--- config.mk ---
export PLATFORM = sky130hd
export DESIGN_NAME = iic_controller
export DESIGN_NICKNAME = d
export VERILOG_FILES = /design/src/iic_pkg.sv /design/src/iic_sync_fifo.sv /design/src/iic_opb_attach.sv /design/src/iic_byte_engine.sv /design/src/iic_controller.sv
export VERILOG_INCLUDE_DIRS = /design/src
export SDC_FILE = /design/constraint.sdc
export NUM_CORES = 1
export LEC_CHECK = 0
export BUFFER_PORTS_ARGS = -buffer_cell sky130_fd_sc_hd__buf_4
export CAP_MARGIN = 10
export CELL_PAD_IN_SITES_DETAIL_PLACEMENT = 1
export CELL_PAD_IN_SITES_GLOBAL_PLACEMENT = 1
export CORE_MARGIN = 3
export CORE_UTILIZATION = 34
export CTS_BUF_LIST = sky130_fd_sc_hd__clkbuf_8 sky130_fd_sc_hd__clkbuf_16
export CTS_CLUSTER_DIAMETER = 40
export DETAILED_ROUTE_END_ITERATION = 12
export PLACE_DENSITY = 0.63
export SLEW_MARGIN = 20
export SYNTH_ARGS = -nofsm -noshare
export SYNTH_HDL_FRONTEND = slang
export SYNTH_SLANG_ARGS = --single-unit
--- constraint.sdc ---
create_clock -name OPB_Clk -period 7 [get_ports OPB_Clk]
set_clock_uncertainty 0.2 [all_clocks]
set_input_delay 0.35 -clock OPB_Clk [delete_from_list [all_inputs] [get_ports OPB_Clk]]
set_output_delay 0.35 -clock OPB_Clk [all_outputs]
set_load 0.02 [all_outputs]
--- src/iic_defines.svh ---
`ifndef IIC_DEFINES_SVH
`define IIC_DEFINES_SVH

// Register window base, decoded over 16 bytes.
`define IIC_BASEADDR 32'h0000_0000

// Word offsets inside the window.
`define IIC_REG_OP     2'd0
`define IIC_REG_RX     2'd1
`define IIC_REG_STATUS 2'd2

// Queue depths, powers of two.
`define IIC_OP_DEPTH 16
`define IIC_RX_DEPTH 16

// OPB_Clk cycles per quarter of an SCL period.
`define IIC_QTR_CYCLES 4

`endif

--- src/iic_pkg.sv ---
package iic_pkg;

  // One queued operation word, stop flag in the top bit.
  typedef struct packed {
    logic       stop;   // STOP after this byte.
    logic       start;  // START before this byte.
    logic       rnw;    // Read a byte from the slave.
    logic [7:0] data;   // Byte to write.
  } iic_op_s;

  // The queue carries the raw word, the engine decodes the fields.
  typedef union packed {
    iic_op_s     f;
    logic [10:0] raw;
  } iic_op_u;

  // Bit positions in the status register.
  typedef enum int unsigned {
    stat_rx_empty = 0,
    stat_rx_full  = 1,
    stat_rx_over  = 2,
    stat_op_empty = 4,
    stat_op_full  = 5,
    stat_op_over  = 6,
    stat_nack_err = 8
  } iic_stat_bit_e;

endpackage

--- src/iic_sync_fifo.sv ---
`timescale 1ns/10ps

module iic_sync_fifo #(
  parameter int WIDTH = 8,
  parameter int DEPTH = 16
) (
  input  logic             OPB_Clk,
  input  logic             rst_n_i,
  input  logic             wr_en_i,
  input  logic [WIDTH-1:0] din_i,
  input  logic             rd_en_i,
  output logic [WIDTH-1:0] dout_o,
  output logic             empty_o,
  output logic             full_o,
  output logic             overflow_o
);

  localparam int AW = $clog2(DEPTH);

  logic [WIDTH-1:0] mem [DEPTH];
  logic [AW:0]      wr_ptr;
  logic [AW:0]      rd_ptr;
  logic             head_vld;
  logic             mem_empty;
  logic             do_write;
  logic             load_head;

  assign mem_empty = wr_ptr == rd_ptr;
  assign full_o    = (wr_ptr[AW] != rd_ptr[AW]) && (wr_ptr[AW-1:0] == rd_ptr[AW-1:0]);
  assign empty_o   = !head_vld;
  assign do_write  = wr_en_i && !full_o;  // Writes while full are lost.

  // Refill the head register when it is free or being read out.
  assign load_head = !mem_empty && (!head_vld || rd_en_i);

  always_ff @(posedge OPB_Clk) begin
    if (do_write) begin
      mem[wr_ptr[AW-1:0]] <= din_i;
    end
    if (load_head) begin
      dout_o <= mem[rd_ptr[AW-1:0]];  // Head register holds one entry beyond DEPTH.
    end
  end

  always_ff @(posedge OPB_Clk or negedge rst_n_i) begin
    if (!rst_n_i) begin
      wr_ptr     <= '0;
      rd_ptr     <= '0;
      head_vld   <= 1'b0;
      overflow_o <= 1'b0;
    end else begin
      overflow_o <= wr_en_i && full_o;
      if (do_write) begin
        wr_ptr <= wr_ptr + 1'b1;
      end
      if (load_head) begin
        rd_ptr   <= rd_ptr + 1'b1;
        head_vld <= 1'b1;
      end else if (rd_en_i) begin
        head_vld <= 1'b0;  // Last entry read out.
      end
    end
  end

endmodule

--- src/iic_opb_attach.sv ---
`timescale 1ns/10ps
`include "iic_defines.svh"

module iic_opb_attach import iic_pkg::*; (
  input  logic        OPB_Clk,
  input  logic        rst_n_i,
  input  logic [31:0] opb_abus_i,
  input  logic [31:0] opb_dbus_i,
  input  logic        opb_rnw_i,
  input  logic [3:0]  opb_be_i,
  input  logic        opb_select_i,
  output logic [31:0] sl_dbus_o,
  output logic        sl_xferack_o,
  output logic        op_push_o,
  output iic_op_u     op_word_o,
  output logic        rx_pop_o,
  input  logic [7:0]  rx_data_i,
  input  logic        op_empty_i,
  input  logic        op_full_i,
  input  logic        op_over_i,
  input  logic        rx_empty_i,
  input  logic        rx_full_i,
  input  logic        rx_over_i,
  input  logic        nack_i
);

  logic        addr_match;
  logic [1:0]  reg_idx;
  logic        req;
  logic        push_d;
  logic        pop_d;
  logic        clr_d;
  logic        op_over_q;
  logic        rx_over_q;
  logic        nack_q;
  logic [31:0] stat_word;
  logic [31:0] rd_word;

  assign addr_match = (opb_abus_i & 32'hFFFF_FFF0) == `IIC_BASEADDR;
  assign reg_idx    = opb_abus_i[3:2];
  assign req        = opb_select_i && addr_match && !sl_xferack_o;  // No back-to-back acks.

  assign push_d = req && !opb_rnw_i && opb_be_i[0] && (reg_idx == `IIC_REG_OP);
  assign pop_d  = req && opb_rnw_i && opb_be_i[0] && (reg_idx == `IIC_REG_RX);
  assign clr_d  = req && !opb_rnw_i && (reg_idx == `IIC_REG_STATUS);

  // Master holds the data bus through the ack cycle.
  assign op_word_o = iic_op_u'(opb_dbus_i[10:0]);

  always_ff @(posedge OPB_Clk or negedge rst_n_i) begin
    if (!rst_n_i) begin
      sl_xferack_o <= 1'b0;
      op_push_o    <= 1'b0;
      rx_pop_o     <= 1'b0;
      op_over_q    <= 1'b0;
      rx_over_q    <= 1'b0;
      nack_q       <= 1'b0;
    end else begin
      sl_xferack_o <= req;
      op_push_o    <= push_d;
      rx_pop_o     <= pop_d;
      // Clearing wins over a new event.
      op_over_q    <= clr_d ? 1'b0 : (op_over_q | op_over_i);
      rx_over_q    <= clr_d ? 1'b0 : (rx_over_q | rx_over_i);
      nack_q       <= clr_d ? 1'b0 : (nack_q | nack_i);
    end
  end

  always_comb begin
    stat_word                = '0;
    stat_word[stat_rx_empty] = rx_empty_i;
    stat_word[stat_rx_full]  = rx_full_i;
    stat_word[stat_rx_over]  = rx_over_q;
    stat_word[stat_op_empty] = op_empty_i;
    stat_word[stat_op_full]  = op_full_i;
    stat_word[stat_op_over]  = op_over_q;
    stat_word[stat_nack_err] = nack_q;
  end

  always_comb begin
    case (reg_idx)
      `IIC_REG_RX:     rd_word = {24'b0, rx_data_i};  // Head before the pop.
      `IIC_REG_STATUS: rd_word = stat_word;
      default:         rd_word = '0;
    endcase
  end

  assign sl_dbus_o = (sl_xferack_o && opb_rnw_i) ? rd_word : '0;

endmodule

--- src/iic_byte_engine.sv ---
`timescale 1ns/10ps
`include "iic_defines.svh"

module iic_byte_engine import iic_pkg::*; (
  input  logic       OPB_Clk,
  input  logic       rst_n_i,
  input  logic       op_valid_i,
  input  iic_op_u    op_word_i,
  output logic       op_ack_o,
  output logic [7:0] rd_data_o,
  output logic       nack_o,
  input  logic       sda_i,
  output logic       sda_o,
  output logic       sda_t_o,
  input  logic       scl_i,
  output logic       scl_o,
  output logic       scl_t_o
);

  localparam int QW = $clog2(`IIC_QTR_CYCLES + 1);

  localparam logic [2:0] st_idle  = 3'd0;
  localparam logic [2:0] st_start = 3'd1;
  localparam logic [2:0] st_bit   = 3'd2;
  localparam logic [2:0] st_ack   = 3'd3;
  localparam logic [2:0] st_stop  = 3'd4;

  iic_op_s       op;
  logic [2:0]    state;
  logic [QW-1:0] qcnt;
  logic          tick;
  logic [1:0]    phase;
  logic [2:0]    bit_idx;
  logic          ack_bit;
  logic          sample;

  assign op     = op_word_i.f;
  assign tick   = qcnt == QW'(`IIC_QTR_CYCLES - 1);
  assign sample = (state == st_bit) && tick && (phase == 2'd1);

  // Open drain, only the enables toggle.
  assign scl_o = 1'b0;
  assign sda_o = 1'b0;

  always_ff @(posedge OPB_Clk or negedge rst_n_i) begin
    if (!rst_n_i) begin
      qcnt <= '0;
    end else if (state == st_idle || tick) begin
      qcnt <= '0;
    end else begin
      qcnt <= qcnt + 1'b1;
    end
  end

  // Read data shifts in MSB first, sampled mid SCL high.
  always_ff @(posedge OPB_Clk) begin
    if (sample) begin
      rd_data_o <= {rd_data_o[6:0], sda_i};
    end
  end

  always_ff @(posedge OPB_Clk or negedge rst_n_i) begin
    if (!rst_n_i) begin
      state    <= st_idle;
      phase    <= 2'd0;
      bit_idx  <= 3'd7;
      ack_bit  <= 1'b0;
      scl_t_o  <= 1'b1;
      sda_t_o  <= 1'b1;
      op_ack_o <= 1'b0;
      nack_o   <= 1'b0;
    end else begin
      op_ack_o <= 1'b0;
      nack_o   <= 1'b0;
      case (state)
        st_idle: begin
          phase   <= 2'd0;
          bit_idx <= 3'd7;
          // Head is stale while its pop is in flight.
          if (op_valid_i && !op_ack_o) begin
            if (op.start) begin
              state   <= st_start;
              sda_t_o <= 1'b1;
            end else begin
              state   <= st_bit;
              sda_t_o <= op.rnw | op.data[7];
            end
          end
        end
        st_start: if (tick) begin
          phase <= phase + 2'd1;
          case (phase)
            2'd0: scl_t_o <= 1'b1;
            2'd1: begin
              if (scl_i) begin
                sda_t_o <= 1'b0;  // START, SDA falls with SCL high.
              end else begin
                phase <= phase;
              end
            end
            2'd2: scl_t_o <= 1'b0;
            default: begin
              state   <= st_bit;
              sda_t_o <= op.rnw | op.data[7];
            end
          endcase
        end
        st_bit: if (tick) begin
          phase <= phase + 2'd1;
          case (phase)
            2'd0: scl_t_o <= 1'b1;
            2'd2: scl_t_o <= 1'b0;
            2'd3: begin
              if (bit_idx == 3'd0) begin
                state   <= st_ack;
                sda_t_o <= !op.rnw | op.stop;  // Release for slave ack, or NACK the last read.
              end else begin
                bit_idx <= bit_idx - 3'd1;
                sda_t_o <= op.rnw | op.data[bit_idx - 3'd1];
              end
            end
            default: ;
          endcase
        end
        st_ack: if (tick) begin
          phase <= phase + 2'd1;
          case (phase)
            2'd0: scl_t_o <= 1'b1;
            2'd1: ack_bit <= sda_i;
            2'd2: scl_t_o <= 1'b0;
            default: begin
              bit_idx <= 3'd7;
              if (op.stop) begin
                state   <= st_stop;
                sda_t_o <= 1'b0;
              end else begin
                state    <= st_idle;
                sda_t_o  <= 1'b1;  // SCL stays low between bytes.
                op_ack_o <= 1'b1;
                nack_o   <= !op.rnw && ack_bit;
              end
            end
          endcase
        end
        st_stop: if (tick) begin
          phase <= phase + 2'd1;
          case (phase)
            2'd0: scl_t_o <= 1'b1;
            2'd1: sda_t_o <= 1'b1;  // STOP, SDA rises with SCL high.
            2'd3: begin
              state    <= st_idle;
              op_ack_o <= 1'b1;
              nack_o   <= !op.rnw && ack_bit;
            end
            default: ;
          endcase
        end
        default: state <= st_idle;
      endcase
    end
  end

endmodule

--- src/iic_controller.sv ---
`timescale 1ns/10ps
`include "iic_defines.svh"

module iic_controller import iic_pkg::*; (
  input  logic        OPB_Clk,
  input  logic        rst_n_i,
  input  logic [31:0] opb_abus_i,
  input  logic [31:0] opb_dbus_i,
  input  logic        opb_rnw_i,
  input  logic [3:0]  opb_be_i,
  input  logic        opb_select_i,
  output logic [31:0] sl_dbus_o,
  output logic        sl_xferack_o,
  output logic        xfer_done_o,
  input  logic        sda_i,
  output logic        sda_o,
  output logic        sda_t_o,
  input  logic        scl_i,
  output logic        scl_o,
  output logic        scl_t_o
);

  iic_op_u    op_in;
  iic_op_u    op_head;
  logic       op_push;
  logic       op_empty;
  logic       op_full;
  logic       op_over;
  logic       op_ack;
  logic       nack;
  logic       rx_push;
  logic       rx_pop;
  logic [7:0] rx_head;
  logic [7:0] rd_data;
  logic       rx_empty;
  logic       rx_full;
  logic       rx_over;
  logic       op_empty_q;

  assign rx_push = op_ack && op_head.f.rnw;

  iic_opb_attach u_attach (
    .OPB_Clk      (OPB_Clk),
    .rst_n_i      (rst_n_i),
    .opb_abus_i   (opb_abus_i),
    .opb_dbus_i   (opb_dbus_i),
    .opb_rnw_i    (opb_rnw_i),
    .opb_be_i     (opb_be_i),
    .opb_select_i (opb_select_i),
    .sl_dbus_o    (sl_dbus_o),
    .sl_xferack_o (sl_xferack_o),
    .op_push_o    (op_push),
    .op_word_o    (op_in),
    .rx_pop_o     (rx_pop),
    .rx_data_i    (rx_head),
    .op_empty_i   (op_empty),
    .op_full_i    (op_full),
    .op_over_i    (op_over),
    .rx_empty_i   (rx_empty),
    .rx_full_i    (rx_full),
    .rx_over_i    (rx_over),
    .nack_i       (nack)
  );

  iic_sync_fifo #(.WIDTH(11), .DEPTH(`IIC_OP_DEPTH)) u_op_fifo (
    .OPB_Clk    (OPB_Clk),
    .rst_n_i    (rst_n_i),
    .wr_en_i    (op_push),
    .din_i      (op_in),
    .rd_en_i    (op_ack),
    .dout_o     (op_head),
    .empty_o    (op_empty),
    .full_o     (op_full),
    .overflow_o (op_over)
  );

  iic_sync_fifo #(.WIDTH(8), .DEPTH(`IIC_RX_DEPTH)) u_rx_fifo (
    .OPB_Clk    (OPB_Clk),
    .rst_n_i    (rst_n_i),
    .wr_en_i    (rx_push),
    .din_i      (rd_data),
    .rd_en_i    (rx_pop),
    .dout_o     (rx_head),
    .empty_o    (rx_empty),
    .full_o     (rx_full),
    .overflow_o (rx_over)
  );

  iic_byte_engine u_engine (
    .OPB_Clk    (OPB_Clk),
    .rst_n_i    (rst_n_i),
    .op_valid_i (!op_empty),
    .op_word_i  (op_head),
    .op_ack_o   (op_ack),
    .rd_data_o  (rd_data),
    .nack_o     (nack),
    .sda_i      (sda_i),
    .sda_o      (sda_o),
    .sda_t_o    (sda_t_o),
    .scl_i      (scl_i),
    .scl_o      (scl_o),
    .scl_t_o    (scl_t_o)
  );

  // Pulse once when the operation queue drains.
  always_ff @(posedge OPB_Clk or negedge rst_n_i) begin
    if (!rst_n_i) begin
      op_empty_q  <= 1'b1;
      xfer_done_o <= 1'b0;
    end else begin
      op_empty_q  <= op_empty;
      xfer_done_o <= op_empty && !op_empty_q;
    end
  end

endmodule

==> impl_metrics.ini, run 1 <==
[critical_path]
end_kind = flip-flop
crit_family = buffers and inverters
cp.arrival_ps = 3690
rrSetupSlack_ps = 3680
cp_max_fo = 3
cpMostUsedCell = dlygate4sd3_1
start_kind = input pin
crit_path_max_incr_delay_ps = 620
worstSetupPathType = input pin to flip-flop
path_buf_inv = 5
crit_chain = dlygate4sd3_1 > buf_4 > nor4b_1 > dlygate4sd3_1 > nand4_1 > dlygate4sd3_1 > nor2_1 > nand2_1 > nor3b_1 > dlygate4sd3_1
crit_required_ps = 7270
critical-path-slowest-cell = dlygate4sd3_1

[clock_network]
clock_path_buffers = 3
clk_latency_ps = 540
htreeDepth = 2
post_cts_resized = 0
cts.sinks = 379
numCtsBuffers = 46
path_clk_slew_ps = 60
cts_tree = yes
cts-root-buf = clkbuf_16

[power_and_ir_drop]
ir_drop_v = 0.000159
powerDensity_nw_per_um2 = 269
p_sw_w = 0.000988
pwr-share-comb_pct = 2.1
seq_power_share_pct = 49.8
internal-power_w = 0.00394
power_w = 0.00493
clockPowerShare_pct = 48.1
p_leak_nw = 6.37
switching_share_pct = 20.0

[run_status]
status = completed

[sta]
tightest_slew_ps = 904
max_freq_ghz = 0.292
slew_violations = 0
tns_ps = 0
hold_viol = 0
post-route-min-period_ps = 3430
setup_violations = 0
grt_setup_unrepaired = no
relSlewSlack_pct = 39.5
worst_slack_ps = 3570
finalCritPeriodShare_pct = 48.9

[die]
num_rows = 77
coreArea_um2 = 44800
io-pin-count = 112
start_util_pct = 34.9
die_x_um = 220
die_h_um = 220
die_area_um2 = 48600

[min_path]
hp-class = input pin to flip-flop

[routing]
vias_per_cell = 4.91
ant_nets = 0
initialDrtViolationCount = 481
vias = 7555
drtPass1Iterations = 4
drt-total-wl_um = 31900
drc = 0
routedWlPerCell_um = 20.7

[global_routing]
grt.overflow.total = 0
grt_pass1_wl_um = 48600
grt_pass1_vias = 7952
grt_max_degree = 49
grt_usage_pct = 13.2
antenna_found_initial = 0

[final_layout]
layout-area-overhead-vs-synth_pct = 17.1
final-seq-area_um2 = 11200
fin_nets = 1005
fin_util_pct = 40.8
stdcell_area_um2 = 18300
diodes = 0
drive_above_1_share_pct = 23.8
fill_cells = 4303
multiInputGateArea_um2 = 4070

[synth]
synth-xor-area-share_pct = 1.51
postSynthCellCount = 815
yosys.area_share.simple_pct = 5.50
synth_edf_count = 331
synth_adder_area_share_pct = 1.68
synth_compound_area_share_pct = 2.18
syn_area_um2 = 15600
synth_top_family_by_area = multiplexers
ys_types = 57
synth_seq_cells = 379
yosysSeqAreaShare_pct = 71.4
synth.mux.area_fraction_pct = 14.5
syn_avg_cell_area_um2 = 19.2
yosys_warnings = 0
async_flop_share_pct = 12.7
ys.flop_type = edfxtp_1

[place]
numPortBuffers = 60
place_ws_ps = 3230
place_area_um2 = 16500
gp_congestion = 0.716
dp_hpwl_um = 19700

[run]
max_cap_violations = 0
==> cells by family (layout without fill, tap and decap cells) <==
group	after synthesis	after routing
buf+inv	82	190
fa+ha+maj	21	21
flops	379	379
mux	105	105
compound gates	51	51
other cells	1	25
xor+xnor	27	27
simple gates	149	149
==> cell usage after synthesis (7+ instances only) <==
cell type	instances	share of area, %
nand2_1	22	0.53
ha_1	21	1.7
nand4_1	8	0.32
mux4_1	29	4.9
nor2b_1	13	0.52
mux2i_1	12	0.77
a211oi_1	10	0.48
nor3_1	7	0.22
and2_1	7	0.28
mux4_2	59	8.5
nor4_1	7	0.28
buf_4	29	1.4
a21oi_1	16	0.51
and3_1	32	1.3
xor2_1	17	0.95
edfxtp_1	331	64
clkbuf_1	12	0.29
buf_2	13	0.42
nor2_1	27	0.65
inv_1	16	0.38
dfrtp_1	42	6.7
xnor2_1	10	0.56
==> what timing repair did <==
action	4_1_cts	5_1_grt
setup buffers	0	0
hold endpoints to repair	223	0
hold buffers	20	0
==> worst reg2reg max path: stages (launching register included) <==
cell and delay, ps:
dfrtp_2 340, buf_4 660, xor2_1 320, nor4_4 130, a21boi_2 570, and3_1 730
==> layer usage <==
layer,up-vias,track usage [%],share of wire [%]
li1,3419,-,-
met1,3902,18.9,46
met2,186,21.0,47
met3,48,2.21,5.4
met4,0,3.69,2.0
met5,-,0,0
==> cells in the final DEF, fill, tap and decap left out, types with 9 or more instances in the layout <==
master / instances
edfxtp_1: 331
buf_4: 69
mux4_2: 59
clkbuf_16: 47
dfrtp_1: 39
and3_1: 32
mux4_1: 29
nor2_1: 27
conb_1: 25
nand2_1: 22
inv_1: 22
ha_1: 21
dlygate4sd3_1: 20
xor2_1: 17
a21oi_1: 16
nor2b_1: 13
mux2i_1: 12
xnor2_1: 10
a211oi_1: 10
clkinv_2: 9
==> through the flow <==
stage          hold slack, ps  cells
2_1_floorplan            -146    839
3_3_place_gp              226   1434
3_5_place_dp              223   1434
4_1_cts                  25.0   1539
5_1_grt                  53.8   1539
6_report                 39.9   1539
==> final timing paths <==
kind                                      from             endpoint  cells after the start
max reg2reg                u_op_fifo.rd_ptr[0]  u_op_fifo.mem[2][6]                      5
min                             opb_abus_i[11]    u_attach.rx_pop_o                      6
min in group asynchronous              rst_n_i  u_rx_fifo.rd_ptr[3]                      2
max in group asynchronous              rst_n_i  u_op_fifo.rd_ptr[0]                      2
min reg2reg                   u_engine.qcnt[0]     u_engine.qcnt[0]                      1
max                             opb_abus_i[27]   u_attach.op_push_o                     10
==> area by class of cell <==
class                           instances  share of cell area [%]
Multi-Input combinational cell        378                    22.2
Tap cell                              592                    4.05
Timing Repair Buffer                   89                    3.93
Clock buffer                           47                    6.43
Sequential cell                       379                    61.0
Clock inverter                         38                    2.07
Inverter                               16                   0.328
==> sequential cells by signal, summed over array words and instances (netlist names), 2 cells and up <==
name and count:
u_engine.rd_data_o 8, u_rx_fifo.rd_ptr 5, u_engine.bit_idx 3, u_engine.phase 2, u_engine.qcnt 3, u_op_fifo.rd_ptr 5, u_rx_fifo.mem 128, u_engine.state 3
u_rx_fifo.dout_o 8, u_op_fifo.dout_o 11, u_rx_fifo.wr_ptr 5, u_op_fifo.mem 176, u_op_fifo.wr_ptr 5
==> power groups by stage <==
| stage | Combinational, W | Sequential, W | Clock, W |
|---|---|---|---|
| after global placement | 0.0000925 | 0.00250 | 0 |
| final | 0.000101 | 0.00245 | 0.00237 |
| after global routing | 0.000115 | 0.00245 | 0.00253 |
| after detailed placement | 0.0000954 | 0.00250 | 0 |
| after CTS | 0.000103 | 0.00245 | 0.00244 |
| after floorplan | 0.0000602 | 0.00249 | 0 |
(Power assumes the default switching activity.)
==> run 2: changes to the inputs <==
--- a/config.mk
+++ b/config.mk
@@ -6,6 +6,7 @@
 export SDC_FILE = /design/constraint.sdc
 export NUM_CORES = 1
 export LEC_CHECK = 0
+export ABC_AREA = 1
 export BUFFER_PORTS_ARGS = -buffer_cell sky130_fd_sc_hd__buf_4
 export CAP_MARGIN = 10
 export CELL_PAD_IN_SITES_DETAIL_PLACEMENT = 1
@@ -15,7 +16,7 @@
 export CTS_BUF_LIST = sky130_fd_sc_hd__clkbuf_8 sky130_fd_sc_hd__clkbuf_16
 export CTS_CLUSTER_DIAMETER = 40
 export DETAILED_ROUTE_END_ITERATION = 12
-export PLACE_DENSITY = 0.63
+export PLACE_DENSITY = 0.68
 export SLEW_MARGIN = 20
 export SYNTH_ARGS = -nofsm -noshare
 export SYNTH_HDL_FRONTEND = slang
==> constraint.sdc (replaced) <==
create_clock -name OPB_Clk -period 2.7 [get_ports OPB_Clk]
set_clock_uncertainty 0.2 [all_clocks]
set_input_delay 0.135 -clock OPB_Clk [delete_from_list [all_inputs] [get_ports OPB_Clk]]
set_output_delay 0.135 -clock OPB_Clk [all_outputs]
set_load 0.02 [all_outputs]
==> run 2 against run 1 <==
  * Non-clock buffer count rose by 50
  * Core utilization rose by 1.3 points
  * Clock power rose to 2.9 times the previous value
  * Highest routed layer unchanged
  * Synthesized area rose by 2.6%
  * Design area rose by 5.8%
  * Largest cell class unchanged
  * Largest power group is now clock
  * Die area rose by 2.5%
  * Clock-buffer cell count rose by 5
  * Combinational power rose by 110%
==> impl_metrics.ini, run 2 <==
[run_status]
status = completed

[final_layout]
diodes = 0
final_common_cell = edfxtp_1
drive_above_1_share_pct = 15.3
fill_cells = 4830
layout-area-overhead-vs-synth_pct = 20.7
largest_register_ffs = 176
final_cell_mix = edfxtp_1, nor2_1, o21ai_0
fin_util_pct = 42.1
stdcell_area_um2 = 19400
fin_nets = 1582

[clock_network]
htreeDepth = 2
path_clk_slew_ps = 50
post_cts_resized = 0
cts_tree = yes
numCtsBuffers = 52
clock_path_buffers = 3
post_cts_buffers = 0
cts.sinks = 379
cts-root-buf = clkbuf_16
clk_latency_ps = 600
hold_buffers = 26

[critical_path]
rrSetupSlack_ps = 270
cp-startpoint = u_rx_fifo.rd_ptr[0]
r2r_end = u_rx_fifo.mem[2][2]
path_buf_inv = 1
endpoint = sl_dbus_o[1]
worstReg2RegStart = u_rx_fifo.rd_ptr[0]
r2r_cells = 7
crit_path_max_incr_delay_ps = 540
crit_chain = xor2_1 > nor2_1 > and2_4 > nand2_4 > o21ai_0 > buf_4
crit_family = flip-flops
crit_required_ps = 2370
start_kind = flip-flop
cp_max_fo = 17
cp.depth = 6
worstSetupPathType = flip-flop to output port
cp.arrival_ps = 2180
critical-path-slowest-cell = dfrtp_2
end_kind = output port

[sta]
slew_violations = 0
post-route-min-period_ps = 2510
tns_ps = 0
relSlewSlack_pct = 53.4
hold_viol = 0
max_freq_ghz = 0.398
hold_slack_ps = 41.2
worst_slack_ps = 185
grt_setup_unrepaired = no
finalCritPeriodShare_pct = 93.1
setup_violations = 0
tightest_slew_ps = 700

[place]
place_area_um2 = 17300
place_ws_ps = 309
gp_congestion = 0.786
dp_hpwl_um = 25300
numPortBuffers = 60

[synth]
yosysTopAreaCellShare_pct = 62.0
yosys_warnings = 0
ys.flop_type = edfxtp_1
async_flop_share_pct = 12.7
syn_avg_cell_area_um2 = 11.8
yosys.area.top_type = edfxtp_1
synth_common_cells = edfxtp_1, nor2_1, o21ai_0
syn_area_um2 = 16000
synth.area.top_cells = edfxtp_1, dfrtp_1, nor2_1
synth_seq_cells = 379
yosys.cell_count.top_type = edfxtp_1
yosysSeqAreaShare_pct = 69.5
ys_types = 38
synth_edf_count = 331
postSynthCellCount = 1360

[die]
start_util_pct = 34.9
coreArea_um2 = 46000
die_x_um = 223
die_area_um2 = 49800
io-pin-count = 112
num_rows = 78
die_h_um = 223

[routing]
vias_per_cell = 5.07
drc = 0
routedWlPerCell_um = 19.4
drt-total-wl_um = 41400
vias = 10789
initialDrtViolationCount = 776
ant_nets = 0
drtPass1Iterations = 5

[min_path]
hp-class = input pin to flip-flop

[global_routing]
grt.overflow.total = 0
grt_pass1_vias = 11323
grt_usage_pct = 16.5
antenna_found_initial = 0
grt_max_degree = 92
grt_pass1_wl_um = 64400

[power_and_ir_drop]
ir_drop_v = 0.000439
powerDensity_nw_per_um2 = 688
p_leak_nw = 7.05

[run]
max_cap_violations = 0
run 2: cell types whose count changed after synthesis, moves of 32 or more:
cell / change
nand2_1: +110
nand3_1: +53
o211ai_1: +55
mux4_2: -59
inv_1: +53
nor2_1: +229
and3_1: -32
o21ai_0: +182
run 2: kinds of logic after synthesis:
logic type | count (synthesis) | synth area share, %
AND/OR/NAND/NOR | 494 | 12.7
flip-flops | 379 | 69.5
AO/OA/AOI/OAI | 280 | 9.94
buffers and inverters | 162 | 4.88
XOR/XNOR | 23 | 1.30
adder cells (fa/ha/maj) | 21 | 1.64
other | 1 | 0.0234
run 2: worst register-to-register path: cells and delay by family (launching register included):
kind                   cells  cell delay [ps]
XOR/XNOR                   1              200
buffers and inverters      1              240
flip-flops                 1              580
AND/OR/NAND/NOR            5              870
run 2: worst min path at each step:
stage                   from                 to  slack (ps)  cells past startpoint
5_1_grt        opb_abus_i[2]  u_attach.rx_pop_o          40                      4
4_1_cts        opb_abus_i[2]  u_attach.rx_pop_o           6                      4
6_report       opb_abus_i[2]  u_attach.rx_pop_o          40                      4
2_1_floorplan        rst_n_i    u_attach.nack_q        -360                      0
3_5_place_dp         rst_n_i  u_engine.phase[1]           7                      1
3_3_place_gp         rst_n_i   u_engine.qcnt[2]           4                      1
run 2: cell type report:
type	count	area, um^2	area share (%)
Clock buffer	52	1300	6.72
Clock inverter	44	454	2.35
Inverter	72	270	1.40
Multi-Input combinational cell	843	4260	22.0
Sequential cell	379	11200	57.6
Tap cell	600	751	3.88
Timing Repair Buffer	139	1160	6.01
run 2: per-layer routing:
layer	vias up	part of all wire, %	global-route usage (%)
met5	-	0	0
met4	0	2.4	5.19
met3	71	5.3	3.12
met2	281	49	28.0
met1	5403	44	21.3
li1	5034	-	-
run 2: stage by stage:
| stage | total power, W | cells |
|---|---|---|
| floorplan | 0.00655 | 1384 |
| global placement | 0.00663 | 2007 |
| detailed placement | 0.00664 | 2007 |
| CTS | 0.0135 | 2129 |
| global route | 0.0138 | 2129 |
| finish | 0.0133 | 2129 |
run 2: power by group:
part	switching, W	internal, W	leakage, nW
registers	0.00000205	0.00634	3.60
clock network	0.00270	0.00407	0.881
logic	0.000131	0.0000813	2.57
total	0.00283	0.0105	7.05
